===== src/source/glue_pkg.sv =====
// shared bus structs, device select codes and memory-map constants; imported by the glue RTL
package glue_pkg;

  typedef struct packed {
    logic dragon;            // dragon map instead of coco
    logic dragon64;          // pia0/acia split, two rom banks
    logic disk_cart_enabled; // disk rom sits in the romc slot
  } machine_cfg_t;

  typedef struct packed {
    logic [15:0] addr;
    logic        rw;         // 1 = read
    logic        clk_e;
    logic        clk_q;
  } cpu_bus_t;

  typedef struct packed {
    logic [2:0] dev_sel;     // sam s0..s2
    logic [7:0] ma;          // muxed ram address
    logic       ras_n;
    logic       cas_n;
    logic       wr_ena;      // write strobe paced by the sam
  } sam_bus_t;

  typedef struct packed {
    logic ram;
    logic rom8;
    logic rom8_alt;
    logic roma;
    logic roma_alt;
    logic romc;
    logic pia0;
    logic pia1;
    logic acia;
    logic io;
  } dev_sel_t;

  typedef struct packed {
    logic ff40_wr;
    logic ff40_rd;
    logic wd_data_rd;
    logic wd_rd;
    logic wd_wr;
  } disk_strobe_t;

  typedef struct packed {
    logic [7:0] rom8;
    logic [7:0] rom8_alt;
    logic [7:0] roma;
    logic [7:0] roma_alt;
    logic [7:0] romc_disk;
    logic [7:0] pia0;
    logic [7:0] pia1;
    logic [7:0] acia;
    logic [7:0] io;
  } src_data_t;

  typedef struct packed {
    logic [15:0] addr;
    logic [7:0]  data;
    logic [5:0]  index;
    logic        download;   // high during a transfer
    logic        wr;
  } ioctl_t;

  typedef struct packed {
    logic [7:0] x;
    logic [7:0] y;
  } joy_pos_t;

  // sam device select codes, 74ls138 outputs
  localparam logic [2:0] sel_ram  = 3'd0;
  localparam logic [2:0] sel_rom8 = 3'd1;
  localparam logic [2:0] sel_roma = 3'd2;
  localparam logic [2:0] sel_romc = 3'd3;
  localparam logic [2:0] sel_pia0 = 3'd4;
  localparam logic [2:0] sel_pia1 = 3'd5;
  localparam logic [2:0] sel_io   = 3'd6;

  localparam logic [5:0]  cart_index   = 6'd1;
  localparam logic [15:0] cart_min_len = 16'h0100; // shorter transfer means no image

  localparam logic [7:0] joy_center = 8'd128;
  localparam logic [7:0] joy_max    = 8'd255;
  localparam logic [7:0] joy_min    = 8'd0;

endpackage


===== src/source/device_decode.sv =====
// sam device select to chip selects and floppy strobes; purely combinational, used by the top level
module device_decode import glue_pkg::*; (
  input  machine_cfg_t cfg,
  input  cpu_bus_t     bus,
  input  sam_bus_t     sam,
  input  logic         ddrb2,  // pia1 ddrb bit 2
  input  logic         portb2, // pia1 port b bit 2
  output dev_sel_t     sel,
  output disk_strobe_t disk
);

  logic rom8_cs;
  logic roma_cs;
  logic pia_orig_cs; // pia0 slot before the d64 split
  logic alt_bank;    // d64 second rom bank
  logic acia_hit;
  logic a3;          // register select bit, flipped on a dragon
  logic wd_addr;     // wd1793 window

  // 3-to-8 decode of the sam select
  always_comb
  begin
    sel         = '0;
    rom8_cs     = 1'b0;
    roma_cs     = 1'b0;
    pia_orig_cs = 1'b0;
    case (sam.dev_sel)
      sel_ram:  sel.ram = 1'b1;
      sel_rom8: rom8_cs = 1'b1;
      sel_roma: roma_cs = 1'b1;
      sel_romc: sel.romc = 1'b1;
      sel_pia0: pia_orig_cs = 1'b1;
      sel_pia1: sel.pia1 = 1'b1;
      sel_io:   sel.io = 1'b1;
      default:  sel = '0; // code 7 selects nothing
    endcase

    // ddrb2 as output and driven low swaps in the alternate roms
    sel.rom8     = rom8_cs & ~alt_bank;
    sel.rom8_alt = rom8_cs & alt_bank;
    sel.roma     = roma_cs & ~alt_bank;
    sel.roma_alt = roma_cs & alt_bank;

    sel.pia0 = pia_orig_cs & ~acia_hit;
    sel.acia = pia_orig_cs & acia_hit;
  end

  assign alt_bank = cfg.dragon64 & ddrb2 & ~portb2;
  assign acia_hit = cfg.dragon64 & bus.addr[2]; // a2 high is the serial chip

  // floppy register map differs between coco and dragon
  assign a3      = bus.addr[3] ^ cfg.dragon;
  assign wd_addr = a3 & ~(cfg.dragon & bus.addr[2]);

  always_comb
  begin
    disk.ff40_rd    = sel.io & ~a3 & (bus.addr[2:0] == 3'b000); // drive control latch
    disk.ff40_wr    = disk.ff40_rd & ~bus.rw & sam.wr_ena;
    disk.wd_data_rd = sel.io & wd_addr;
    disk.wd_rd      = sel.io & wd_addr & bus.rw & (bus.clk_e | bus.clk_q);
    disk.wd_wr      = sel.io & wd_addr & ~bus.rw & sam.wr_ena;
  end

endmodule


===== config.mk =====
export PLATFORM = sky130hd
export DESIGN_NAME = device_decode
export DESIGN_NICKNAME = d
export VERILOG_FILES = /design/src/source/glue_pkg.sv /design/src/source/device_decode.sv
export SDC_FILE = /design/constraint.sdc
export NUM_CORES = 1
export LEC_CHECK = 0
export BUFFER_PORTS_ARGS = -buffer_cell sky130_fd_sc_hd__buf_2
export CORE_AREA = 2 2 39 41
export DETAILED_ROUTE_END_ITERATION = 10
export DIE_AREA = 0 0 41 43
export PLACE_DENSITY = 0.62
export SLEW_MARGIN = 10
export SYNTH_ARGS = -nofsm -noshare
export SYNTH_HDL_FRONTEND = slang
export SYNTH_SLANG_ARGS = --single-unit

===== constraint.sdc =====
create_clock -name vclk -period 2.05
set_input_delay 0.1025 -clock vclk [all_inputs]
set_output_delay 0.1025 -clock vclk [all_outputs]
set_load 0.01 [all_outputs]

Yosys cells after proc, flatten, opt, wreduce, memory -nomap -nowiden
Cells that the tools add are included.
Storage, ports and cells
  flip-flop bits (word level): 0
  input bits: 38
  word-level logic and storage cells: 43
Cells by class
  equality and inequality tests: 6
  muxes and demuxes: 7
  bitwise logic cells: 28
  reductions and logical operators: 2
Operator list (count)
  $and A1 B1 Y1: 20
  $eq A3 B3 Y1 const B: 3
  $mux W1: 7
  $eq A3 B2 Y1 const B: 2
  $logic_not A3 Y1: 2
  $not A1 Y1: 6
  $eq A3 B1 Y1 const B: 1
  $or A1 B1 Y1: 1
  $xor A1 B1 Y1: 1

Depth between registers and ports, before layout
  depth in word-level cells: 6
  gate-level depth with buffers: 3
  depth with buffers taken out: 2

Worst setup path before layout
Ideal clock, no wire load.
  path type: input -> output
  start point: input port bus[4] (netlist name)
  end point: output port disk[4] (netlist name)
  arrival: 0.898 ns
  required time: 1.947 ns
  setup slack: 1.050 ns
  stages on the path: 2
  buffers on the path: 0
  cell sequence: or3_1 -> nor4_1
RTL lines
  from (decl): line device_decode.sv:4  | input cpu_bus_t bus,
  to (decl): line device_decode.sv:9  | output disk_strobe_t disk

==> impl_metrics.ini <==
[pwr]
cellPowerDensity_nw_per_um2 = 140
peakVddDrop_mv = 0.0386
static-leakage-power_nw = 0.204
power.net_switching_uw = 24.7
power.sequential.fraction_pct = 0
sw_frac_of_total_pct = 51.3
power_frac_comb_pct = 100.0
clkPwrFrac_pct = 0
intPower_uw = 23.5

[worst_setup_path]
path_common_cell = sky130_fd_sc_hd__buf_2
worstSetupStartpointType = input port
cp_cell_sequence = buf_2 > or3b_1 > a211oi_1 > buf_2
path_class = in -> out
max_stage_delay_ns = 0.41
critPathBufInv = 2
crit_slowest_cell = sky130_fd_sc_hd__or3b_1
cp.required_ns = 1.95
endpoint_kind = output port
worst_path_dominant_cell_family = simple AND/OR/NAND/NOR gates
critical_path.max_fanout = 3
critical_path_depth = 4
worstPathArrival_ns = 1.04

[floorplanning]
die_w_um = 41
die_area_um2 = 1760
core-area_um2 = 1380
fp.dieH_um = 43
boundaryPins = 53
initial_core_util_pct = 12.8
core.rowCount = 14

[cells_and_area]
register_area_um2 = 0
seq_cell_count = 0
fin_nets = 99
layout-drive-gt1-share_pct = 50.8
layout.cells.most_common_list = sky130_fd_sc_hd__buf_2 (30), sky130_fd_sc_hd__nor3_1 (6), sky130_fd_sc_hd__nand2b_1 (4)
flow.area_growth_from_synthesis_pct = 93.0
mostFrequentLayoutCell = sky130_fd_sc_hd__buf_2
n_clock_buffer = 0
antennaDiodeCount = 0
fillCellCount = 157

[timing]
hold_viol_final = 0
tightestPinTransition_ns = 0.229
post-route-min-period_ns = 1.14
max_freq_mhz = 878
rsz0062_at_grt = false
holdWs_ns = 0.497
setup_viol = 0
final_max_slew_viol_count = 0
tns_ns = 0
min_period_over_period_pct = 55.5
timing.max_slew.rel_slack_pct = 84.7

[logic_synthesis]
postSynthAreaPerCell_um2 = 5.92
synth_top_area_cell = sky130_fd_sc_hd__nor3_1
ys_top_cells_by_area = sky130_fd_sc_hd__nor3_1 (17%), sky130_fd_sc_hd__nand2b_1 (14%), sky130_fd_sc_hd__or3b_1 (9.9%)
number_of_nets_in_the_synthesized_netlist = 68
post_synth_instance_area_um2 = 178
yosys_warnings = 0
syn_inst = 30
post_synthesis_sequential_area_ratio_pct = 0
synth_cell_types = 16
fraction_of_synthesized_cell_area_taken_by_the_top_area_cell_type_pct = 16.9

[detailed_routing]
vias = 322
drt_first_iter_violations = 1
first_pass_iters = 4
post_dr_vias_cell = 4.29
remaining_drc_errors = 0
antenna_violating_nets_post_route = 0
route.detailed.wl_per_inst_um = 7.83
wirelength_um = 587

[place]
io_buffer_count = 30
finalWeightedCongestion = 0.632
dp.final_hpwl_um = 545

[min_path]
type_of_the_tightest_min_delay_check = in -> out
hold_depth = 3

[clock_tree]
ctsResizeCount = 0
postCtsHoldBufs = 0
cts.repair_timing.setup_buffer_count = 0

[global_routing]
grtUsageTotal_pct = 6.59
grt_start_max_net_pins = 9
initial_antenna_violation_count = 0
grt_overflow = 0
number_of_global_route_vias_before_repair = 240
grt_pass1_wl_um = 897

[outcome]
run_status = complete, no violations

[flow_run]
max_cap_viol_count = 0
-- logic make-up (layout without fill, tap and decap cells) --
| logic type | after synthesis | after routing | share of synthesized area, % |
|---|---|---|---|
| simple gates | 21 | 21 | 71.1 |
| compound gates | 5 | 5 | 16.9 |
| xor+xnor | 1 | 1 | 4.93 |
| buf+inv | 3 | 32 | 7.04 |
-- cells in the mapped netlist --
cell                       number
sky130_fd_sc_hd__nand2_1        1
sky130_fd_sc_hd__clkbuf_2       1
sky130_fd_sc_hd__xor2_1         1
sky130_fd_sc_hd__a21oi_1        2
sky130_fd_sc_hd__nor4_1         1
sky130_fd_sc_hd__and3b_1        1
sky130_fd_sc_hd__nor2_1         2
sky130_fd_sc_hd__and3_1         1
sky130_fd_sc_hd__or3b_1         2
sky130_fd_sc_hd__nand2b_1       4
sky130_fd_sc_hd__nand3b_1       2
sky130_fd_sc_hd__or3_1          1
sky130_fd_sc_hd__inv_1          2
sky130_fd_sc_hd__nor3_1         6
sky130_fd_sc_hd__a211oi_1       2
sky130_fd_sc_hd__o21ai_0        1
-- routing by layer --
layer,GRT usage [%],vias up,wire (um)
met5,0,-,0
met4,0,0,0
met3,0.524,0,50
met2,10.6,12,296
met1,9.81,142,240
li1,-,168,-
-- layout make-up --
cell class         count  area (um^2)  share of cell area [%]
well taps             16         20.0                    5.84
inverters              2         7.51                    2.19
repair buffers        30          150                    43.8
multi-input cells     27          165                    48.2
-- power by group through the flow --
stage,logic (mW),clock network [mW],registers (mW)
after floorplan,0.0228,0,0
after global placement,0.0480,0,0
after detailed placement,0.0487,0,0
after CTS,0.0489,0,0
after global routing,0.0547,0,0
final,0.0481,0,0
-- tightest hold or removal path, cell delays in order --
cell and delay [ns]:
sky130_fd_sc_hd__buf_2 0.10, sky130_fd_sc_hd__a21oi_1 0.06, sky130_fd_sc_hd__buf_2 0.13
-- worst paths after layout --
path              startpoint       to  slack, ns
setup / recovery      bus[6]  disk[0]       0.91
hold / removal        cfg[1]   sel[3]       0.50
-- stage by stage --
| step | util [%] | cells | area [um^2] | power, mW | setup slack (ns) |
|---|---|---|---|---|---|
| floorplan | - | 30 | 178 | 0.0228 | 1.05 |
| global placement | 24.8 | 75 | 343 | 0.0480 | 0.909 |
| detailed placement | 24.8 | 75 | 343 | 0.0487 | 0.910 |
| CTS | 24.8 | 75 | 343 | 0.0489 | 0.903 |
| global route | 24.8 | 75 | 343 | 0.0547 | 0.848 |
| finish | 24.8 | 75 | 343 | 0.0481 | 0.911 |
Note: power is estimated with default switching activity, not from simulation.
