File: config.mk
export PLATFORM = sky130hd
export DESIGN_NAME = sys_control
export DESIGN_NICKNAME = d
export VERILOG_FILES = /design/src/source/sys_control.sv
export SDC_FILE = /design/constraint.sdc
export NUM_CORES = 1
export LEC_CHECK = 0
export BUFFER_PORTS_ARGS = -buffer_cell sky130_fd_sc_hd__clkbuf_2
export CAP_MARGIN = 25
export CORE_MARGIN = 10
export CORE_UTILIZATION = 45
export CTS_BUF_LIST = sky130_fd_sc_hd__clkbuf_2
export CTS_CLUSTER_SIZE = 20
export DETAILED_ROUTE_END_ITERATION = 10
export HOLD_SLACK_MARGIN = 0.15
export PLACE_DENSITY = 0.58
export SETUP_SLACK_MARGIN = 0.2
export SYNTH_ARGS = -nofsm -noshare
export SYNTH_HDL_FRONTEND = slang
export SYNTH_SLANG_ARGS = --single-unit
File: constraint.sdc
create_clock -name clk -period 2.2 [get_ports clk]
set_input_delay 0.33 -clock clk [delete_from_list [all_inputs] [get_ports clk]]
set_output_delay 0.33 -clock clk [all_outputs]
set_load 0.02 [all_outputs]
File: src/source/sys_control.sv
// reset stretcher and cassette 1.78 mhz tick; sys_ready gates the cpu, cas_tick feeds the writer
module sys_control #(
  parameter int RESET_HOLD = 256,
  parameter int TICK_DIV   = 32
) (
  input  logic clk,
  input  logic l_reset,
  output logic sys_ready,
  output logic cas_tick
);

  localparam int HOLD_W = $clog2(RESET_HOLD + 1);
  localparam int TICK_W = $clog2(TICK_DIV);

  logic [HOLD_W-1:0] hold_cnt; // cycles left before release
  logic [TICK_W-1:0] tick_cnt; // free running, wraps at TICK_DIV

  always_ff @(posedge clk or posedge l_reset)
  begin
    if (l_reset)
    begin
      hold_cnt  <= HOLD_W'(RESET_HOLD);
      sys_ready <= 1'b0;
      tick_cnt  <= '0;
      cas_tick  <= 1'b0;
    end
    else
    begin
      if (hold_cnt != '0)
        hold_cnt <= hold_cnt - 1'b1;
      sys_ready <= (hold_cnt <= HOLD_W'(1)); // high once the last hold cycle is done
      tick_cnt  <= tick_cnt + 1'b1;
      cas_tick  <= (tick_cnt == TICK_W'(27)); // phase the cassette writer expects
    end
  end

endmodule

* Yosys cells after proc, flatten, opt, wreduce, memory -nomap -nowiden
Cells that the tools add are included.
** Word-level totals
- Input bits :: 2
- Logic and storage cells :: 9
- Output and inout bits :: 2
- Register bits after elaboration :: 16
** Cells by class
- Add/subtract/negate cells :: 2
- Equal/unequal tests :: 1
- Reductions and logical operators :: 1
- Magnitude comparators :: 1
** Operators by type and width (number)
- $le A9 B1 Y1 const B :: 1
- $reduce_bool A9 Y1 :: 1
- $sub A9 B1 Y9 const B :: 1
- $add A5 B1 Y5 const B :: 1
- $eq A5 B5 Y1 const B :: 1

* Logic depth before layout (Yosys ltp)
Gate-level depths: netlist (run 1).
- Depth in word-level cells :: 1
- Mapped depth :: 5
- Mapped depth without buffers :: 5

* Worst setup path after synthesis (run 1)
No wires, ideal clock.
- Path type :: flip-flop to flip-flop
- From :: reg hold_cnt[0]
- To :: reg hold_cnt[6]
- Data arrival time :: 1.560 ns
- Buffers on the path :: 0
- Setup slack :: 0.512 ns
- Cell stages (with the launch flop) :: 6
- Cell sequence :: dfrtp_1 > inv_1 > ha_1 > or3b_1 > nor3_1 > mux2_1
** Between the ends
- Cells in the longest elaborated chain, start to end :: 1
- Elaborated cells between the ends (all ways) :: 2
- Those cells by class :: 1 x add/sub; 1 x reduce/logical
** Ends and longest elaborated chain
- start, declared :: line 15 : logic [HOLD_W-1:0] hold_cnt;
- start signal, assigned :: line 22 : hold_cnt <= HOLD_W'(RESET_HOLD);
- start signal, assigned :: line 30 : hold_cnt <= hold_cnt - 1'b1;
- $sub A9 B1 Y9 / $reduce_bool A9 Y1 (equally long branches) :: line 30, 29
Parallel ways exist; a longest one is shown, timed or not.
A chain may end at the register's enable or synchronous reset.

* Final worst setup path (run 1)
Same ends and word-level chain as after synthesis.

==> impl_metrics.tcl, run 1 <==
set metrics [dict create \
    status "finished clean" \
    syn_to_final_growth_pct 8.95 \
    ir_drop_mv 0.442 \
    rr_worst_depth 5 \
    drt_wl_total_um 1070 \
    ys_seq_elements 16 \
    grt_max_degree 17 \
    viasPerCell 5.37 \
    start_util_pct 47.3 \
    path_class "reg2reg" \
    rsz0062_at_grt "false" \
    dp_cells 78 \
    layout_min_cycle_time_ns 1.82 \
    hold_depth 1 \
    cts.clk_slew.worst_paths_ns 0.15 \
    avgSynthCellArea_um2 12.1 \
    cts.path.max_buffers 2 \
    final_cell_mix "dfrtp_1, clkbuf_2, inv_1" \
    drt_iter0_drc 13 \
    dpl_cell_area_um2 748 \
    crit_path_max_fanout 5 \
    core_um2 1510 \
    yosysSeqAreaShare_pct 56.3 \
    fin_tns_setup_ns 0 \
    final_nets 73 \
    min-delay-start "tick_cnt[0]" \
    slew_viol_final 0 \
    end_kind "register" \
    min_period_over_period_pct 82.6 \
    hpwl_um 810 \
    synth_cell_types 24 \
    track_usage_pct 6.97 \
    clock-root-buffer "clkbuf_2" \
    io_pins 4 \
    synthesis.instances 59 \
    grt_pass1_wl_um 1900 \
    clock_skew_ns 0.00388 \
    globalplace.congestion 0.826 \
    dieArea_um2 3580 \
    port-buffer-count 3 \
    clock-sinks 16 \
    final_area_um2 777 \
    htreeDepth 1 \
    fmax_mhz 550 \
    hold_path_class "reg2reg" \
    route.detailed.wl_per_inst_um 12.9 \
    first_global_vias 420 \
    dr.pass1.iters 4 \
    diodes 0 \
    drcViolationCount 0 \
    cts_tree "done" \
    p_leak_nw 0.416 \
    worstSkewPairLatency_ns 0.28 \
    netlist_area_um2 713 \
    hold_end "tick_cnt[0]" \
    r2r_end "hold_cnt[6]" \
    hold_viol 0 \
    start_kind "register" \
    timing.slew.headroom_pct 60.5 \
    grt_antenna_before_repair 0 \
    drive_above_1_share_pct 13.4 \
    yosys.area.top_type_share_pct 52.6 \
    std_cell_rows 14 \
    via_count 446 \
    yosysTopAreaCell "dfrtp_1" \
    synth_area_leaders "dfrtp_1, ha_1, dfstp_2" \
    die_w_um 59.8 \
    maxCapViolCount 0 \
    finalNonFillerCells 83 \
    worst_pin_slew_ns 0.588 \
    drtAntennaViolNets 0 \
    cts_made_buffers 3 \
    globalRouteOverflowTotal 0 \
    cp_data_arrival_time_ns 1.99 \
    setup_violations 0 \
    r2r-start "hold_cnt[0]" \
    synth.net_count 64 \
    die_y_um 59.8 \
    yosys_warnings 0 \
    crit_required_ns 2.37 \
    powerDensity_nw_per_um2 550 \
    final_common_cell "dfrtp_1" \
    rrSetupSlack_ns 0.38 \
]
[through the flow]
step | hold WS, ns | util [%] | total power, W | worst slack (ns)
4_1_cts | 0.466 | 51.6 | 0.000436 | 0.385
6_report | 0.469 | 51.6 | 0.000428 | 0.382
5_1_grt | 0.492 | 51.6 | 0.000451 | 0.216
2_1_floorplan | 0.243 | - | 0.000304 | 0.512
3_3_place_gp | 0.406 | 49.7 | 0.000306 | 0.450
3_5_place_dp | 0.408 | 49.7 | 0.000306 | 0.418
[power breakdown]
part / leakage, nW / internal [W] / switching [W]
sequential: 0.205 / 0.000294 / 0
combinational: 0.197 / 0.00000187 / 0.00000570
clock: 0.0140 / 0.0000395 / 0.0000863
[cell families (layout without fill, tap and decap cells)]
| family | count (synthesis) | count (layout) | synth area share [%] |
|---|---|---|---|
| fa+ha+maj | 3 | 3 | 5.26 |
| xor+xnor | 6 | 6 | 7.37 |
| mux | 4 | 4 | 5.96 |
| flops | 16 | 16 | 56.3 |
| compound gates | 7 | 7 | 7.72 |
| buf+inv | 5 | 13 | 2.63 |
| simple gates | 18 | 18 | 14.7 |
[worst max-delay path, stage by stage (launching register included)]
cell and delay [ns]:
dfrtp_1 0.43, inv_1 0.12, ha_1 0.23, or3b_1 0.42, nor3_1 0.18, mux2_1 0.34
[timing repair]
action	4_1_cts	5_1_grt
setup buffers	0	0
hold buffers	1	0
endpoints found under the hold margin	15	0
gates resized for setup	0	0
[layer usage]
metal | part of all wire [%] | global-route usage, % | up-vias
li1 | - | - | 228
met1 | 54 | 9.48 | 208
met4 | 0.74 | 1.92 | 0
met5 | 0 | 0 | -
met2 | 40 | 8.97 | 8
met3 | 4.9 | 4.03 | 2
[state kept, by name, indices dropped and copies added (netlist names)]
register and cells:
sys_ready 1, tick_cnt 5, cas_tick 1, hold_cnt 9
[synth_stat cells (all sizes together)]
| master | count |
|---|---|
| nand2 | 1 |
| a31oi | 1 |
| a311oi | 1 |
| nor4 | 1 |
| a211oi | 1 |
| nor2 | 4 |
| or3b | 1 |
| inv | 5 |
| or3 | 2 |
| mux2i | 2 |
| mux2 | 2 |
| dfstp | 1 |
| and4b | 1 |
| nor3 | 3 |
| nand3 | 3 |
| a21o | 1 |
| o41ai | 1 |
| ha | 3 |
| a21oi | 2 |
| xnor2 | 3 |
| xor2 | 3 |
| dfrtp | 15 |
| nor3b | 1 |
| or4 | 1 |
[worst max path at each step]
stage,depth (start not counted),start,to
floorplan,5,hold_cnt[0],hold_cnt[6]
finish,5,hold_cnt[0],hold_cnt[6]
global route,5,hold_cnt[0],hold_cnt[6]
global placement,5,hold_cnt[1],hold_cnt[6]
CTS,5,hold_cnt[0],hold_cnt[6]
detailed placement,5,hold_cnt[0],hold_cnt[6]
[final cells by class]
cell class / count / area (um2)
repair buffers: 4 / 25.0
fillers: 143 / 729
multi-input cells: 38 / 293
well taps: 16 / 20.0
inverters: 5 / 18.8
clock inverters: 1 / 3.75
clock buffers: 3 / 15.0
flip-flops and latches: 16 / 402
Power figures use the tool's default switching activity.
==> run 2: changes to the inputs <==
--- a/config.mk
+++ b/config.mk
@@ -13,7 +13,7 @@
 export CTS_CLUSTER_SIZE = 20
 export DETAILED_ROUTE_END_ITERATION = 10
 export HOLD_SLACK_MARGIN = 0.15
-export PLACE_DENSITY = 0.58
+export PLACE_DENSITY = 0.6
 export SETUP_SLACK_MARGIN = 0.2
 export SYNTH_ARGS = -nofsm -noshare
 export SYNTH_HDL_FRONTEND = slang
==> constraint.sdc (replaced) <==
create_clock -name clk -period 1.6 [get_ports clk]
set_input_delay 0.24 -clock clk [delete_from_list [all_inputs] [get_ports clk]]
set_output_delay 0.24 -clock clk [all_outputs]
set_load 0.02 [all_outputs]
==> impl_metrics.tcl, run 2 (same netlist as run 1, synthesis figures left out) <==
set metrics [dict create \
    largest_register_ffs 9 \
    drcViolationCount 0 \
    die_w_um 59.8 \
    std_cell_rows 14 \
    final_nets 83 \
    final-seq-area_um2 403 \
    dr.pass1.iters 4 \
    setup_violations 1 \
    clock_skew_ns 0.0100 \
    drtAntennaViolNets 0 \
    end_kind "register" \
    start_util_pct 47.3 \
    diodes 0 \
    cts_tree "done" \
    cts.clk_slew.worst_paths_ns 0.16 \
    worstSkewPairLatency_ns 0.29 \
    start_kind "register" \
    viasPerCell 5.39 \
    final_cell_mix "dfrtp_1, buf_4, clkbuf_2" \
    path_depth 5 \
    clock-root-buffer "clkbuf_2" \
    rrSetupSlack_ns -0.003 \
    path_class "reg2reg" \
    io_pins 4 \
    die_y_um 59.8 \
    syn_to_final_growth_pct 33.7 \
    multi_input_area_um2 393 \
    fmax_mhz 624 \
    cp_top_family "simple AND/OR/NAND/NOR gates" \
    cts.path.max_buffers 2 \
    first_global_vias 520 \
    worst_pin_slew_ns 0.610 \
    p_comb_share_pct 1.8 \
    route.detailed.wl_per_inst_um 15.6 \
    globalRouteOverflowTotal 0 \
    drive_above_1_share_pct 48.1 \
    p_int_w 0.000462 \
    worstPathCellList "inv_2 > ha_4 > or3b_4 > nor3_4 > mux2_4" \
    clock-sinks 16 \
    dpl_cell_area_um2 823 \
    p_sw_w 0.000138 \
    slew_viol_final 0 \
    r2r_end "hold_cnt[6]" \
    ir_drop_mv 0.634 \
    via_count 501 \
    layout_min_cycle_time_ns 1.60 \
    cpMaxStageDelayCell "dfrtp_1" \
    r2r-start "hold_cnt[0]" \
    htreeDepth 1 \
    fillers 121 \
    largest-register "hold_cnt" \
    maxCapViolCount 0 \
    cts_made_buffers 3 \
    p_leak_nw 0.500 \
    drt_iter0_drc 7 \
    port-buffer-count 3 \
    hpwl_um 964 \
    hold_path_class "reg2reg" \
    power_frac_clock_pct 30.7 \
    final_common_cell "dfrtp_1" \
    cp_data_arrival_time_ns 1.80 \
    drt_wl_total_um 1450 \
    grt_pass1_wl_um 2400 \
    path_buf_inv 1 \
    seqPwrFrac_pct 67.5 \
    slowest_delay_ns 0.45 \
    post-place-ws_ns -0.0234 \
    timing.slew.headroom_pct 59.3 \
    core_um2 1510 \
    crit_start "hold_cnt[0]" \
    dieArea_um2 3580 \
    violations "negative setup slack" \
    grt_antenna_before_repair 0 \
    crit_path_end "hold_cnt[6]" \
    hold_viol 0 \
    status "finished with violations" \
    track_usage_pct 8.83 \
    powerDensity_nw_per_um2 629 \
    min_period_over_period_pct 100 \
    finish.utilization_pct 63.3 \
    reg_top3 "hold_cnt (9), tick_cnt (5)" \
    rr_worst_depth 5 \
    grt_max_degree 17 \
    globalplace.congestion 0.754 \
    p_sw_share_pct 23.0 \
    final_area_um2 953 \
    crit_path_max_fanout 4 \
    crit_required_ns 1.80 \
    rsz0062_at_grt "true" \
    setup_slack_ns -0.00336 \
]
==> run 2: cell types whose count changed in the layout (fill, tap and decap cells not counted), moves of 2 or more <==
cell / delta
buf_4: +10
inv_1: -2
inv_2: +2
mux2_1: -2
mux2_4: +2
nor2_1: -2
nor3_1: -2
==> run 2: final cells by class <==
class                      instances  area share [%]
inverter                           5            1.97
clock inverter                     1           0.394
multi-input combinational         38            41.2
timing repair buffer              14            10.5
sequential                        16            42.3
clock buffer                       3            1.57
tap                               16            2.10
==> run 2: routing by layer <==
layer  up-vias  routed length [um]  track usage (%)
met5         -                   0                0
met4         0                  18             5.77
met3         2                  59             2.54
met2         7                 696             13.1
met1       242                 676             10.8
li1        250                   -                -
==> run 2: how the worst min path moves through the flow <==
stage                           start          end  depth (start not counted)
after floorplan               l_reset     cas_tick                          1
after detailed placement      l_reset     cas_tick                          2
after CTS                 tick_cnt[0]  tick_cnt[0]                          1
after global routing      tick_cnt[0]  tick_cnt[0]                          1
final                     tick_cnt[0]  tick_cnt[0]                          1
after global placement        l_reset  hold_cnt[7]                          2
==> run 2: stage by stage <==
| stage | setup TNS (ns) | hold WS (ns) | power (W) | std cells |
|---|---|---|---|---|
| 6_report | -0.00336 | 0.465 | 0.000600 | 93 |
| 5_1_grt | -0.134 | 0.499 | 0.000613 | 93 |
| 4_1_cts | -0.00539 | 0.472 | 0.000603 | 91 |
| 3_5_place_dp | -0.0234 | 0.322 | 0.000421 | 85 |
| 2_1_floorplan | 0 | 0.153 | 0.000418 | 59 |
| 3_3_place_gp | 0 | 0.312 | 0.000421 | 85 |
==> run 2: power by group through the flow <==
stage          combinational (W)  sequential, W  clock, W
3_3_place_gp          0.00000918       0.000412         0
6_report               0.0000107       0.000405  0.000184
3_5_place_dp          0.00000942       0.000412         0
5_1_grt                0.0000123       0.000405  0.000196
4_1_cts                0.0000112       0.000405  0.000187
2_1_floorplan         0.00000608       0.000412         0
==> run 2: timing repair <==
action | in CTS | in global routing
setup buffers | 1 | 2
endpoints found under the setup margin | 7 | 10
gates resized for setup | 8 | 7
pin swaps | 3 | 6
endpoints found under the hold margin | 15 | 0
hold buffers | 1 | 0
==> run 3: changes to the inputs <==
--- a/config.mk
+++ b/config.mk
@@ -14,7 +14,7 @@
 export DETAILED_ROUTE_END_ITERATION = 10
 export HOLD_SLACK_MARGIN = 0.15
 export PLACE_DENSITY = 0.6
-export SETUP_SLACK_MARGIN = 0.2
+export SETUP_SLACK_MARGIN = 0.05
 export SYNTH_ARGS = -nofsm -noshare
 export SYNTH_HDL_FRONTEND = slang
 export SYNTH_SLANG_ARGS = --single-unit
==> impl_metrics.tcl, run 3 (same netlist as run 1, synthesis figures left out) <==
set metrics [dict create \
    status "finished clean" \
    crit_required_ns 1.79 \
    cts_made_buffers 3 \
    viasPerCell 5.48 \
    path_class "reg2reg" \
    slew_viol_final 0 \
    diodes 0 \
    port-buffer-count 3 \
    hold_end "tick_cnt[0]" \
    final_common_cell "dfrtp_1" \
    final_nets 86 \
    first_global_vias 505 \
    start_kind "register" \
    fillers 127 \
    grt_pass1_wl_um 2290 \
    track_usage_pct 8.48 \
    drive_above_1_share_pct 41.3 \
    slowest_delay_ns 0.45 \
    clock_skew_ns 0.000638 \
    setup_violations 0 \
    via_count 526 \
    r2r-start "hold_cnt[0]" \
    rsz0062_at_grt "true" \
    ir_drop_mv 0.517 \
    r2r_end "hold_cnt[6]" \
    rrSetupSlack_ns 0.007 \
    power.total_w 0.000594 \
    end_kind "register" \
    worstPathCellList "inv_2 > ha_4 > or3b_4 > nor3_4 > mux2_4" \
    dp_cells 86 \
    cts_tree "done" \
    crit_path_max_fanout 4 \
    finalNonFillerCells 96 \
    globalplace.congestion 0.861 \
    powerDensity_nw_per_um2 638 \
    min_period_over_period_pct 99.5 \
    drtAntennaViolNets 0 \
    hpwl_um 909 \
    dr.pass1.iters 4 \
    core_um2 1510 \
    cts.path.max_buffers 2 \
    worst_pin_slew_ns 0.629 \
    die_w_um 59.8 \
    drcViolationCount 0 \
    rr_worst_depth 5 \
    largest_register_ffs 9 \
    reg_top3 "hold_cnt (9), tick_cnt (5)" \
    hold_path_class "reg2reg" \
    drt_wl_total_um 1350 \
    die_y_um 59.8 \
    min-delay-start "tick_cnt[0]" \
    clock-sinks 16 \
    htreeDepth 1 \
    grt_max_degree 17 \
    cpMaxStageDelayCell "dfrtp_1" \
    timing.slew.headroom_pct 58.0 \
    dieArea_um2 3580 \
    cts.clk_slew.worst_paths_ns 0.15 \
    worst_hold_slack_ns 0.467 \
    final_cell_mix "dfrtp_1, buf_4, clkbuf_2" \
    io_pins 4 \
    maxCapViolCount 0 \
    hold_viol 0 \
    syn_to_final_growth_pct 30.5 \
    clock-root-buffer "clkbuf_2" \
    globalRouteOverflowTotal 0 \
    post-place-ws_ns -0.000750 \
    layout_min_cycle_time_ns 1.59 \
    route.detailed.wl_per_inst_um 14.1 \
    fmax_mhz 628 \
    largest-register "hold_cnt" \
    hold_depth 1 \
    grt_antenna_before_repair 0 \
    worstSkewPairLatency_ns 0.28 \
    drt_iter0_drc 15 \
    cp_data_arrival_time_ns 1.78 \
    p_leak_nw 0.498 \
    std_cell_rows 14 \
    setup_slack_ns 0.00736 \
    start_util_pct 47.3 \
]
run 3: worst max-delay path by stage:
stage	to	cells after the start	startpoint	slack, ns
2_1_floorplan	hold_cnt[6]	5	hold_cnt[0]	0.04
3_3_place_gp	hold_cnt[6]	5	hold_cnt[1]	0.04
3_5_place_dp	hold_cnt[6]	5	hold_cnt[0]	-0.0008
4_1_cts	hold_cnt[6]	5	hold_cnt[0]	-0.02
5_1_grt	hold_cnt[6]	5	hold_cnt[0]	-0.07
6_report	hold_cnt[6]	5	hold_cnt[0]	0.007
run 3: critical path: cells and delay by family (launching register included):
kind                     cells  cell delay [ns]
AND/OR/NAND/NOR              2             0.52
flip-flops                   1             0.45
multiplexers                 1             0.31
adder cells (fa/ha/maj)      1             0.13
buffers and inverters        1             0.09
run 3: repair_timing:
item,CTS,global route
hold buffers,1,0
setup buffers,4,2
hold endpoints to repair,15,0
gates resized for setup,0,8
endpoints found under the setup margin,3,5
pin swaps,0,2
run 3: area by class of cell:
| class | instances | area (um2) | area share [%] |
|---|---|---|---|
| multi-input combinational | 38 | 349 | 37.5 |
| clock inverter | 1 | 3.75 | 0.403 |
| clock buffer | 3 | 15.0 | 1.61 |
| timing repair buffer | 17 | 123 | 13.2 |
| sequential | 16 | 402 | 43.1 |
| inverter | 5 | 18.8 | 2.02 |
| tap | 16 | 20.0 | 2.15 |
run 3: layer usage:
layer / up-vias / GRT usage [%] / wire, um
met1: 258 / 10.4 / 672
met5: - / 0 / 0
li1: 253 / - / -
met4: 0 / 4.81 / 14
met2: 13 / 12.8 / 611
met3: 2 / 2.54 / 52
run 3: per-stage QoR:
| step | utilization (%) | cell area, um2 | setup TNS (ns) |
|---|---|---|---|
| 2_1_floorplan | - | 733 | 0 |
| 5_1_grt | 61.8 | 931 | -0.0898 |
| 4_1_cts | 58.9 | 887 | -0.0203 |
| 6_report | 61.8 | 931 | 0 |
| 3_5_place_dp | 55.0 | 828 | -0.000750 |
| 3_3_place_gp | 55.0 | 828 | 0 |
run 3: where the power goes:
part	total, W	internal (W)	leakage, nW	switching, W
logic	0.0000110	0.00000257	0.278	0.00000839
registers	0.000405	0.000405	0.205	0
clock network	0.000178	0.0000543	0.0140	0.000124
