## src/source/glue_pkg.sv

```systemverilog
// shared bus structs, device select codes and memory-map constants; imported by the glue RTL
package glue_pkg;

  typedef struct packed {
    logic dragon;            // dragon map instead of coco
    logic dragon64;          // pia0/acia split, two rom banks
    logic disk_cart_enabled; // disk rom sits in the romc slot
  } machine_cfg_t;

  typedef struct packed {
    logic [15:0] addr;
    logic        rw;         // 1 = read
    logic        clk_e;
    logic        clk_q;
  } cpu_bus_t;

  typedef struct packed {
    logic [2:0] dev_sel;     // sam s0..s2
    logic [7:0] ma;          // muxed ram address
    logic       ras_n;
    logic       cas_n;
    logic       wr_ena;      // write strobe paced by the sam
  } sam_bus_t;

  typedef struct packed {
    logic ram;
    logic rom8;
    logic rom8_alt;
    logic roma;
    logic roma_alt;
    logic romc;
    logic pia0;
    logic pia1;
    logic acia;
    logic io;
  } dev_sel_t;

  typedef struct packed {
    logic ff40_wr;
    logic ff40_rd;
    logic wd_data_rd;
    logic wd_rd;
    logic wd_wr;
  } disk_strobe_t;

  typedef struct packed {
    logic [7:0] rom8;
    logic [7:0] rom8_alt;
    logic [7:0] roma;
    logic [7:0] roma_alt;
    logic [7:0] romc_disk;
    logic [7:0] pia0;
    logic [7:0] pia1;
    logic [7:0] acia;
    logic [7:0] io;
  } src_data_t;

  typedef struct packed {
    logic [15:0] addr;
    logic [7:0]  data;
    logic [5:0]  index;
    logic        download;   // high during a transfer
    logic        wr;
  } ioctl_t;

  typedef struct packed {
    logic [7:0] x;
    logic [7:0] y;
  } joy_pos_t;

  // sam device select codes, 74ls138 outputs
  localparam logic [2:0] sel_ram  = 3'd0;
  localparam logic [2:0] sel_rom8 = 3'd1;
  localparam logic [2:0] sel_roma = 3'd2;
  localparam logic [2:0] sel_romc = 3'd3;
  localparam logic [2:0] sel_pia0 = 3'd4;
  localparam logic [2:0] sel_pia1 = 3'd5;
  localparam logic [2:0] sel_io   = 3'd6;

  localparam logic [5:0]  cart_index   = 6'd1;
  localparam logic [15:0] cart_min_len = 16'h0100; // shorter transfer means no image

  localparam logic [7:0] joy_center = 8'd128;
  localparam logic [7:0] joy_max    = 8'd255;
  localparam logic [7:0] joy_min    = 8'd0;

endpackage

```

## src/source/joystick_pos.sv

```systemverilog
// registered joystick positions from the d-pad or the analog sticks, read by the joystick dac
module joystick_pos import glue_pkg::*; (
  input  logic       clk,
  input  logic       l_reset,
  input  logic       use_dpad,
  input  logic [3:0] dpad1,    // bit 0 right, 1 left, 2 down, 3 up
  input  logic [3:0] dpad2,
  input  joy_pos_t   analog1,
  input  joy_pos_t   analog2,
  output joy_pos_t   joy_pos1,
  output joy_pos_t   joy_pos2
);

  // later checks win, so left beats right and up beats down
  function automatic joy_pos_t dpad_pos(input logic [3:0] d);
    joy_pos_t p;
    p.x = joy_center;
    p.y = joy_center;
    if (d[0])
      p.x = joy_max;
    if (d[1])
      p.x = joy_min;
    if (d[2])
      p.y = joy_max;
    if (d[3])
      p.y = joy_min;
    return p;
  endfunction

  always_ff @(posedge clk or posedge l_reset)
  begin
    if (l_reset)
    begin
      joy_pos1 <= '{x: joy_center, y: joy_center};
      joy_pos2 <= '{x: joy_center, y: joy_center};
    end
    else if (use_dpad)
    begin
      joy_pos1 <= dpad_pos(dpad1);
      joy_pos2 <= dpad_pos(dpad2);
    end
    else
    begin
      joy_pos1 <= analog1; // passed through as is
      joy_pos2 <= analog2;
    end
  end

endmodule

```

## config.mk

```make
export PLATFORM = sky130hd
export DESIGN_NAME = joystick_pos
export DESIGN_NICKNAME = d
export VERILOG_FILES = /design/src/source/glue_pkg.sv /design/src/source/joystick_pos.sv
export SDC_FILE = /design/constraint.sdc
export NUM_CORES = 1
export LEC_CHECK = 0
export BUFFER_PORTS_ARGS = -buffer_cell sky130_fd_sc_hd__clkbuf_2
export CAP_MARGIN = 20
export CORE_ASPECT_RATIO = 2
export CORE_UTILIZATION = 44
export CTS_CLUSTER_DIAMETER = 100
export DETAILED_ROUTE_END_ITERATION = 10
export GPL_TIMING_DRIVEN = 0
export PLACE_DENSITY = 0.9
export SLEW_MARGIN = 15
export SYNTH_ARGS = -nofsm -noshare
export SYNTH_HDL_FRONTEND = slang
export SYNTH_SLANG_ARGS = --single-unit
```

## constraint.sdc

```tcl
create_clock -name clk -period 1.7 [get_ports clk]
set_input_delay 0.34 -clock clk [delete_from_list [all_inputs] [get_ports clk]]
set_output_delay 0.34 -clock clk [all_outputs]
set_load 0.02 [all_outputs]
```

==> Yosys cells after proc, flatten, opt, wreduce, memory -nomap -nowiden <==
Index checks and enable logic that the tools add are counted.
{ "word_totals": {"regBits": 32, "out_inout_bits": 32, "elab_cells": 14} }
{ "classes": {"muxes": 10} }
{ "ops": {"columns": ["operator", "n"], "rows": [
  ["$mux 16", 2],
  ["$mux 8", 4],
  ["$mux 7", 4]
]} }

==> Logic depth before layout (Yosys ltp) <==
Gate-level depths: netlist of run 1.
{ "depth": {"word_depth": 3, "mapped_depth": 3, "ltp_nobuf": 2} }

==> Worst setup path before layout of run 1 <==
Ideal clock, no wire load.
{ "synth_timing": {"path_type": "register to output", "startpoint": "register joy_pos1[15] (netlist name)", "endpoint": "output joy_pos1[15] (netlist name)", "arrival_time_ns": 0.554, "required_time_ns": 1.360, "path_slack_ns": 0.806, "stages_incl_launch_ff": 1, "n_path_buf": 0, "cell_sequence": "dfstp_2"} }
{ "synth_lines": {"columns": ["item", "line", "rtl"], "rows": [
  ["start, declared", "joystick_pos.sv:10", "output joy_pos_t joy_pos1,"],
  ["start signal, assigned", "joystick_pos.sv:34", "joy_pos1 <= '{x: joy_center, y: joy_center};"],
  ["start signal, assigned", "joystick_pos.sv:39", "joy_pos1 <= dpad_pos(dpad1);"],
  ["start signal, assigned", "joystick_pos.sv:44", "joy_pos1 <= analog1;"]
]} }
No word-level cell between the ends.

==> Worst setup path after layout of run 1 <==
{ "layout_timing": {"startpoint": "register joy_pos1[15] (netlist name)", "endpoint": "output joy_pos1[15] (netlist name)"} }
No word-level cell between the ends.

==> results.sh, run 1 <==
export IMPL_synth_top_area_share=0.589
export IMPL_fillers=206
export IMPL_arrival_ps=960
export IMPL_clockBufferDepth=2
export IMPL_synth_seq_area_share=0.678
export IMPL_cts_resized=0
export IMPL_hold_viol_final=0
export IMPL_critPathLaunchType="flop"
export IMPL_gp_congestion=0.717
export IMPL_yosys_area_top_type="dfrtp_1"
export IMPL_synth_nets=148
export IMPL_dpl_instance_area_um2=1620
export IMPL_ant_nets=0
export IMPL_critPathTopFamily="flip-flops"
export IMPL_path_clk_slew_ps=60
export IMPL_core_area_um2=2570
export IMPL_grt_total_usage=0.200
export IMPL_p_leak_nw=1.04
export IMPL_tightest_slew_ps=515
export IMPL_dr_pass1_iters=4
export IMPL_max_slew_margin_rel=0.656
export IMPL_syn2layout_area_growth_pct=45.1
export IMPL_grt_pass1_vias=930
export IMPL_layout_commonest_cell="clkbuf_2"
export IMPL_synth_seq_cells=32
export IMPL_required_ps=1360
export IMPL_cts_buffers=5
export IMPL_syn_area_um2=1190
export IMPL_cts_tree="built"
export IMPL_slew_viol_final=0
export IMPL_crit_path_max_incr_delay_ps=520
export IMPL_setup_worst_path_end_class="output port"
export IMPL_hold_path_class="in -> async"
export IMPL_cap_violations=0
export IMPL_cts_setup_buffers=0
export IMPL_tns_ps=0
export IMPL_synth_avg_cell_area_um2=11.3
export IMPL_layout_common_cells="73 x clkbuf_2, 33 x inv_1, 28 x dfrtp_1"
export IMPL_hold_buffers=0
export IMPL_vias_per_cell=4.52
export IMPL_die_h_um=75.5
export IMPL_worstSetupStartpoint="joy_pos1[15]"
export IMPL_grt_ovfl_total=0
export IMPL_grt_max_degree=22
export IMPL_multi_input_area_um2=214
export IMPL_syn_inst=105
export IMPL_dpl_hpwl_um=1960
export IMPL_drt_iter0_markers=14
export IMPL_status="completed"
export IMPL_chipWidth_um=38.8
export IMPL_grt_antenna_before_repair=0
export IMPL_grt_pass1_wl_um=3800
export IMPL_nNetsFinal=229
export IMPL_finalPower_mw=1.81
export IMPL_design_portCount=75
export IMPL_min_period_over_period=0.763
export IMPL_slowest_stage="dfstp_2"
export IMPL_vias=971
export IMPL_regArea_um2=806
export IMPL_drcViolationCount=0
export IMPL_synth_cell_type_count=9
export IMPL_htree_levels=2
export IMPL_antenna_cells=0
export IMPL_port_buffers=73
export IMPL_max_freq_mhz=771
export IMPL_wl_um=2380
export IMPL_rsz0062_at_grt="false"
export IMPL_root_buffer="clkbuf_8"
export IMPL_ir_drop_uv=805
export IMPL_period_minus_slack_ps=1300
export IMPL_fin_area_um2=1720
export IMPL_yosysWarningCount=0
export IMPL_setup_viol=0
export IMPL_routedWlPerCell_um=11.1
export IMPL_drive_gt1_frac=0.481
export IMPL_cts_sinks=32
export IMPL_initial_core_util=0.463
export IMPL_power_density_nw_per_um2=1050
export IMPL_synth_area_top_cells="dfrtp_1 59%, inv_1 10%, o21ai_0 9.3%"
export IMPL_cp_num_buf_inv=1
export IMPL_core_rowCount=26
export IMPL_crit_type="reg -> out"
export IMPL_dieArea_um2=2930
export IMPL_crit_fanout=1
export IMPL_path_cells="clkbuf_2"
==> synth_stat cells <==
cell type / n
mux2i_1: 4
inv_1: 33
dfrtp_1: 28
dfstp_2: 4
nand3b_1: 3
o21ai_0: 22
o21ai_1: 6
nand3b_2: 1
buf_6: 4
==> worst paths after layout <==
check	to	slack, ps	cells after the start
max	joy_pos1[15]	400	1
min in group clk	joy_pos2[15]	210	2
min	joy_pos2[1]	60	2
max in group asynchronous	joy_pos2[15]	1090	3
==> stage by stage <==
stage / hold slack (ps) / instances / setup WS [ps] / utilization
after floorplan: 398 / 105 / 676 / -
after global placement: 491 / 206 / 343 / 0.618
after detailed placement: 381 / 207 / 697 / 0.629
after CTS: 75.6 / 215 / 392 / 0.671
final: 61.3 / 215 / 403 / 0.671
after global routing: 108 / 215 / 371 / 0.671
==> flip-flops by register name (all words and copies together) (netlist names) <==
| signal | flops |
|---|---|
| joy_pos2 | 16 |
| joy_pos1 | 16 |
==> per-layer routing <==
metal	GRT usage	routed length, um	vias up
li1	-	-	475
met1	0.185	791	442
met2	0.341	1350	47
met3	0.0758	166	7
met4	0.138	72	0
met5	0	0	-
==> cell families (layout without fill, tap and decap cells) <==
group,after synthesis,after routing,synth area share
buffers and inverters,37,119,0.142
flip-flops,32,32,0.678
AO/OA/AOI/OAI,28,28,0.118
multiplexers,4,4,0.0337
AND/OR/NAND/NOR,4,4,0.0284
==> power by group <==
| group | total (mW) | leakage (nW) | internal, mW | switching, mW |
|---|---|---|---|---|
| combinational | 0.270 | 0.599 | 0.109 | 0.161 |
| clock | 0.697 | 0.0552 | 0.434 | 0.263 |
| sequential | 0.839 | 0.390 | 0.823 | 0.0168 |
| total | 1.81 | 1.04 | 1.37 | 0.441 |
==> layout make-up <==
type | instances | area share
well taps | 28 | 0.0203
clock buffers | 6 | 0.0421
multi-input cells | 36 | 0.124
flip-flops and latches | 32 | 0.467
plain buffers | 4 | 0.0261
clock inverters | 2 | 0.0203
repair buffers | 74 | 0.228
inverters | 33 | 0.0718
No activity file was read; power rests on OpenSTA's default activity.
==> inputs of run 2 (changes only) <==
--- a/config.mk
+++ b/config.mk
@@ -5,14 +5,15 @@
 export SDC_FILE = /design/constraint.sdc
 export NUM_CORES = 1
 export LEC_CHECK = 0
+export ABC_AREA = 1
 export BUFFER_PORTS_ARGS = -buffer_cell sky130_fd_sc_hd__clkbuf_2
 export CAP_MARGIN = 20
 export CORE_ASPECT_RATIO = 2
-export CORE_UTILIZATION = 44
+export CORE_UTILIZATION = 40
 export CTS_CLUSTER_DIAMETER = 100
 export DETAILED_ROUTE_END_ITERATION = 10
 export GPL_TIMING_DRIVEN = 0
-export PLACE_DENSITY = 0.9
+export PLACE_DENSITY = 0.85
 export SLEW_MARGIN = 15
 export SYNTH_ARGS = -nofsm -noshare
 export SYNTH_HDL_FRONTEND = slang
==> constraint.sdc (replaced) <==
create_clock -name clk -period 1.3 [get_ports clk]
set_input_delay 0.26 -clock clk [delete_from_list [all_inputs] [get_ports clk]]
set_output_delay 0.26 -clock clk [all_outputs]
set_load 0.02 [all_outputs]
==> run 2 against run 1 <==
Against the previous run:
- critical path depth unchanged
- final area is 4.8% lower
- sequential share of layout area increased by 2.4 points
- largest cell class unchanged
- highest routed layer unchanged
==> results.sh, run 2 <==
export IMPL_status="completed"
export IMPL_syn2layout_area_growth_pct=44.7
export IMPL_die_h_um=77.3
export IMPL_synth_top_family_by_area="simple AND/OR/NAND/NOR gates"
export IMPL_hold_path_class="in -> async"
export IMPL_crit_type="reg -> out"
export IMPL_root_buffer="clkbuf_8"
export IMPL_synth_seq_cells=32
export IMPL_drt_iter0_markers=13
export IMPL_switching_share=0.248
export IMPL_hold_viol_final=0
export IMPL_drcViolationCount=0
export IMPL_core_area_um2=2740
export IMPL_dieArea_um2=3070
export IMPL_clockBufferDepth=2
export IMPL_tightest_slew_ps=603
export IMPL_p_int_mw=1.69
export IMPL_yosysWarningCount=0
export IMPL_initial_core_util=0.415
export IMPL_routedWlPerCell_um=10.9
export IMPL_combPwrFrac=0.156
export IMPL_grt_max_degree=33
export IMPL_design_portCount=75
export IMPL_cts_setup_buffers=0
export IMPL_period_minus_slack_ps=1210
export IMPL_finalPower_mw=2.25
export IMPL_wl_um=2400
export IMPL_vias_per_cell=4.35
export IMPL_synth_avg_cell_area_um2=10.4
export IMPL_synth_compound_area_frac=0.0243
export IMPL_ant_nets=0
export IMPL_min_period_over_period=0.928
export IMPL_rsz0062_at_grt="false"
export IMPL_worstSetupStartpoint="joy_pos1[15]"
export IMPL_crit_end="joy_pos1[15]"
export IMPL_cap_violations=0
export IMPL_yosys_area_top_type="dfrtp_1"
export IMPL_port_buffers=74
export IMPL_synth_seq_area_share=0.710
export IMPL_holdWs_ps=34.7
export IMPL_tns_ps=0
export IMPL_cts_buffers=5
export IMPL_max_slew_margin_rel=0.597
export IMPL_dr_pass1_iters=4
export IMPL_setup_viol=0
export IMPL_vias=956
export IMPL_cts_tree="built"
export IMPL_synth_simple_gate_area_frac=0.216
export IMPL_synthXorXnorAreaFrac=0
export IMPL_htree_levels=2
export IMPL_met3_length_um=169
export IMPL_drive_gt1_frac=0.482
export IMPL_layout_common_cells="74 x clkbuf_2, 60 x nand2_1, 28 x dfrtp_1"
export IMPL_cp_depth=1
export IMPL_p_leak_nw=1.03
export IMPL_power_share_sequential=0.487
export IMPL_grt_antenna_before_repair=0
export IMPL_slew_viol_final=0
export IMPL_dpl_instance_area_um2=1540
export IMPL_cp_num_buf_inv=1
export IMPL_dpl_hpwl_um=1890
export IMPL_synth_area_top_cells="dfrtp_1 62%, nand2_1 20%, dfstp_2 9.3%"
export IMPL_grt_total_usage=0.171
export IMPL_hold_buffers=0
export IMPL_power_switching_mw=0.557
export IMPL_ir_drop_uv=610
export IMPL_yosysMostFrequentCell="nand2_1"
export IMPL_synth_cell_type_count=9
export IMPL_crit_fanout=1
export IMPL_clkPwrFrac=0.357
export IMPL_gp_congestion=0.745
export IMPL_synth_top_area_share=0.617
export IMPL_setup_worst_path_end_class="output port"
export IMPL_top_layer_used="met4"
export IMPL_critPathLaunchType="flop"
export IMPL_wl_met1_um=801
export IMPL_finalNonFillerCells=220
export IMPL_critPathTopFamily="flip-flops"
export IMPL_cts_sinks=32
export IMPL_nNetsFinal=233
export IMPL_grt_ovfl_total=0
export IMPL_antenna_cells=0
export IMPL_synth_nets=152
export IMPL_cts_resized=0
export IMPL_max_freq_mhz=829
export IMPL_core_rowCount=27
export IMPL_layout_commonest_cell="clkbuf_2"
export IMPL_largestRegisters="joy_pos1: 16 flops, joy_pos2: 16 flops"
export IMPL_placedCellCount=212
export IMPL_path_clk_slew_ps=60
export IMPL_syn_inst=109
export IMPL_synthAdderAreaFrac=0
export IMPL_synth_edf_count=0
export IMPL_chipWidth_um=39.7
export IMPL_fin_area_um2=1640
export IMPL_grt_pass1_vias=864
export IMPL_required_ps=1040
export IMPL_arrival_ps=950
export IMPL_power_density_nw_per_um2=1370
export IMPL_synth_top_cells_by_count="60 x nand2_1, 28 x dfrtp_1, 5 x inv_1"
export IMPL_slowest_stage="dfstp_2"
export IMPL_crit_path_max_incr_delay_ps=520
export IMPL_ys_flop_type="dfrtp_1"
export IMPL_met2WireLength_um=1370
export IMPL_grt_pass1_wl_um=3560
export IMPL_async_reset_ff_frac=1.00
export IMPL_synthMuxAreaShare=0
export IMPL_syn_area_um2=1130
export IMPL_path_cells="clkbuf_2"
[run 2: cell count changes in the layout (fill, tap and decap cells not counted), sizes merged]
cell and delta:
buf -2, bufinv -1, clkbuf +3, clkinv -1, inv -27, mux2i -4, nand2 +60, nand3 +4
nand3b -4, o21ai -24
[run 2: cell families after synthesis]
logic type,Yosys count
simple gates,64
flops,32
buf+inv,9
compound gates,4
[run 2: power groups by stage]
stage	clock network, mW	registers (mW)	logic [mW]
final	0.802	1.09	0.350
after global routing	0.865	1.10	0.385
after CTS	0.814	1.10	0.355
after detailed placement	0	1.11	0.354
after global placement	0	1.11	0.349
after floorplan	0	1.21	0.0952
[run 2: metrics by stage]
stage / utilization / worst slack [ps]
final: 0.600 / 93.2
after global routing: 0.600 / 58.3
after CTS: 0.600 / 83.4
after detailed placement: 0.563 / 8.75
after global placement: 0.563 / 54.6
after floorplan: - / 356
[run 2: worst min path at each step]
stage                             end  slack (ps)  cells after the start
after floorplan           joy_pos1[7]         310                      1
after global placement    joy_pos2[7]         430                      2
after detailed placement  joy_pos2[7]         430                      2
after CTS                 joy_pos2[7]         140                      2
after global routing      joy_pos1[3]          90                      2
final                     joy_pos1[3]          30                      2
[run 2: metal layers]
metal | track usage | vias to the layer above
li1 | - | 489
met1 | 0.157 | 415
met2 | 0.298 | 48
met3 | 0.0376 | 4
met4 | 0.114 | 0
met5 | 0 | -
[run 2: final cells by class]
class | instances | area, um2
Inverter | 6 | 22.5
Sequential cell | 32 | 806
Multi-Input combinational cell | 68 | 273
Timing Repair Buffer | 74 | 370
Fill cell | 232 | 1090
Tap cell | 29 | 36.3
Buffer | 3 | 33.8
Clock buffer | 8 | 100
==> inputs of run 3 (changes only) <==
--- a/config.mk
+++ b/config.mk
@@ -9,11 +9,13 @@
 export BUFFER_PORTS_ARGS = -buffer_cell sky130_fd_sc_hd__clkbuf_2
 export CAP_MARGIN = 20
 export CORE_ASPECT_RATIO = 2
-export CORE_UTILIZATION = 40
+export CORE_MARGIN = 5
+export CORE_UTILIZATION = 43
 export CTS_CLUSTER_DIAMETER = 100
 export DETAILED_ROUTE_END_ITERATION = 10
 export GPL_TIMING_DRIVEN = 0
-export PLACE_DENSITY = 0.85
+export PLACE_DENSITY = 0.9
+export REMOVE_ABC_BUFFERS = 1
 export SLEW_MARGIN = 15
 export SYNTH_ARGS = -nofsm -noshare
 export SYNTH_HDL_FRONTEND = slang
==> constraint.sdc (replaced) <==
create_clock -name clk -period 1.56 [get_ports clk]
set_input_delay 0.312 -clock clk [delete_from_list [all_inputs] [get_ports clk]]
set_output_delay 0.312 -clock clk [all_outputs]
set_load 0.02 [all_outputs]
==> run 3 against run 2 <==
Against the previous run:
- combinational power shrank 16%
- highest routed layer unchanged
- critical endpoint is now joy_pos1[7]
- sequential share of layout area grew 0.53 points
- power decreased by 18%
- final cell count fell by 1.4%
- global-route usage grew 0.52 points
- clock-buffer cell count unchanged
- largest cell class unchanged
- routed wire length up 22%
- clock power fell by 22%
- utilization grew 4.0 points
- first-iteration DRC count shrank 46%
- final area shrank 1.1%
- sequential cell count unchanged
==> results.sh, run 3 (synthesis results as in run 2) <==
export IMPL_setup_viol=0
export IMPL_design_portCount=75
export IMPL_grt_max_degree=37
export IMPL_vias=988
export IMPL_ir_drop_uv=824
export IMPL_syn2layout_area_growth_pct=43.1
export IMPL_required_ps=1250
export IMPL_chipWidth_um=46.3
export IMPL_ant_nets=0
export IMPL_p_int_mw=1.36
export IMPL_met3_length_um=292
export IMPL_worstSetupStartpoint="joy_pos1[7]"
export IMPL_routedWlPerCell_um=13.5
export IMPL_nNetsFinal=231
export IMPL_finish_utilization=0.640
export IMPL_grt_pass1_vias=1045
export IMPL_cts_tree="built"
export IMPL_cts_resized=0
export IMPL_vias_per_cell=4.55
export IMPL_p_leak_nw=1.02
export IMPL_hold_path_class="in -> async"
export IMPL_cts_buffers=5
export IMPL_slew_viol_final=0
export IMPL_power_switching_mw=0.472
export IMPL_power_density_nw_per_um2=1130
export IMPL_crit_fanout=1
export IMPL_period_minus_slack_ps=1270
export IMPL_antenna_cells=0
export IMPL_gp_congestion=0.783
export IMPL_top_layer_used="met4"
export IMPL_crit_type="reg -> out"
export IMPL_max_slew_margin_rel=0.629
export IMPL_root_buffer="clkbuf_8"
export IMPL_combPwrFrac=0.161
export IMPL_clkPwrFrac=0.342
export IMPL_status="completed"
export IMPL_path_clk_slew_ps=60
export IMPL_initial_core_util=0.447
export IMPL_tns_ps=0
export IMPL_cts_setup_buffers=0
export IMPL_port_buffers=74
export IMPL_slowest_stage="dfstp_2"
export IMPL_fillers=231
export IMPL_switching_share=0.257
export IMPL_dpl_hpwl_um=2360
export IMPL_finalPower_mw=1.84
export IMPL_grt_antenna_before_repair=0
export IMPL_crit_path_max_incr_delay_ps=520
export IMPL_cap_violations=0
export IMPL_cts_sinks=32
export IMPL_hold_viol_final=0
export IMPL_dpl_instance_area_um2=1530
export IMPL_critPathTopFamily="flip-flops"
export IMPL_wl_um=2930
export IMPL_drive_gt1_frac=0.466
export IMPL_fin_area_um2=1620
export IMPL_die_h_um=82.7
export IMPL_setup_worst_path_end_class="output port"
export IMPL_met2WireLength_um=1750
export IMPL_path_cells="clkbuf_2"
export IMPL_wl_met1_um=789
export IMPL_layout_commonest_cell="clkbuf_2"
export IMPL_max_freq_mhz=790
export IMPL_critPathLaunchType="flop"
export IMPL_rsz0062_at_grt="false"
export IMPL_drcViolationCount=0
export IMPL_power_share_sequential=0.498
export IMPL_grt_pass1_wl_um=4590
export IMPL_core_rowCount=26
export IMPL_grt_total_usage=0.176
export IMPL_drt_iter0_markers=7
export IMPL_hold_buffers=0
export IMPL_min_period_over_period=0.811
export IMPL_htree_levels=2
export IMPL_dr_pass1_iters=4
export IMPL_tightest_slew_ps=556
export IMPL_grt_ovfl_total=0
export IMPL_core_area_um2=2540
export IMPL_dieArea_um2=3830
export IMPL_layout_common_cells="74 x clkbuf_2, 60 x nand2_1, 28 x dfrtp_1"
export IMPL_clockBufferDepth=2
export IMPL_arrival_ps=950
export IMPL_cp_num_buf_inv=1
export IMPL_largestRegisters="joy_pos1: 16 flops, joy_pos2: 16 flops"
-- run 3: final timing paths --
path / endpoint / cells after the start
max in group asynchronous: joy_pos1[7] / 3
worst min-delay path: joy_pos2[12] / 2
min in group clk: joy_pos2[7] / 2
worst max-delay path: joy_pos1[7] / 1
-- run 3: routing by layer --
layer | up-vias | global-route usage
met5 | - | 0
met4 | 0 | 0.111
met3 | 7 | 0.0477
met2 | 52 | 0.337
met1 | 442 | 0.143
li1 | 487 | -
-- run 3: stage by stage --
stage               instances  worst slack, ps  hold slack (ps)
floorplan                 106              564              359
global placement          208              213              474
detailed placement        209              372              366
CTS                       217              278             62.5
global route              217              264             97.7
finish                    217              295             56.6
-- run 3: power by group through the flow --
stage	clock [mW]	sequential, mW	combinational (mW)
floorplan	0	1.01	0.0702
global placement	0	0.924	0.283
detailed placement	0	0.929	0.301
CTS	0.645	0.914	0.301
global route	0.674	0.918	0.325
finish	0.627	0.913	0.295
-- run 3: cell type report --
cell class,instances,area [um2],area share
multi-input combinational,68,273,0.168
inverter,6,22.5,0.0139
clock buffer,8,90.1,0.0555
timing repair buffer,75,398,0.245
tap,28,35.0,0.0216
sequential,32,806,0.496
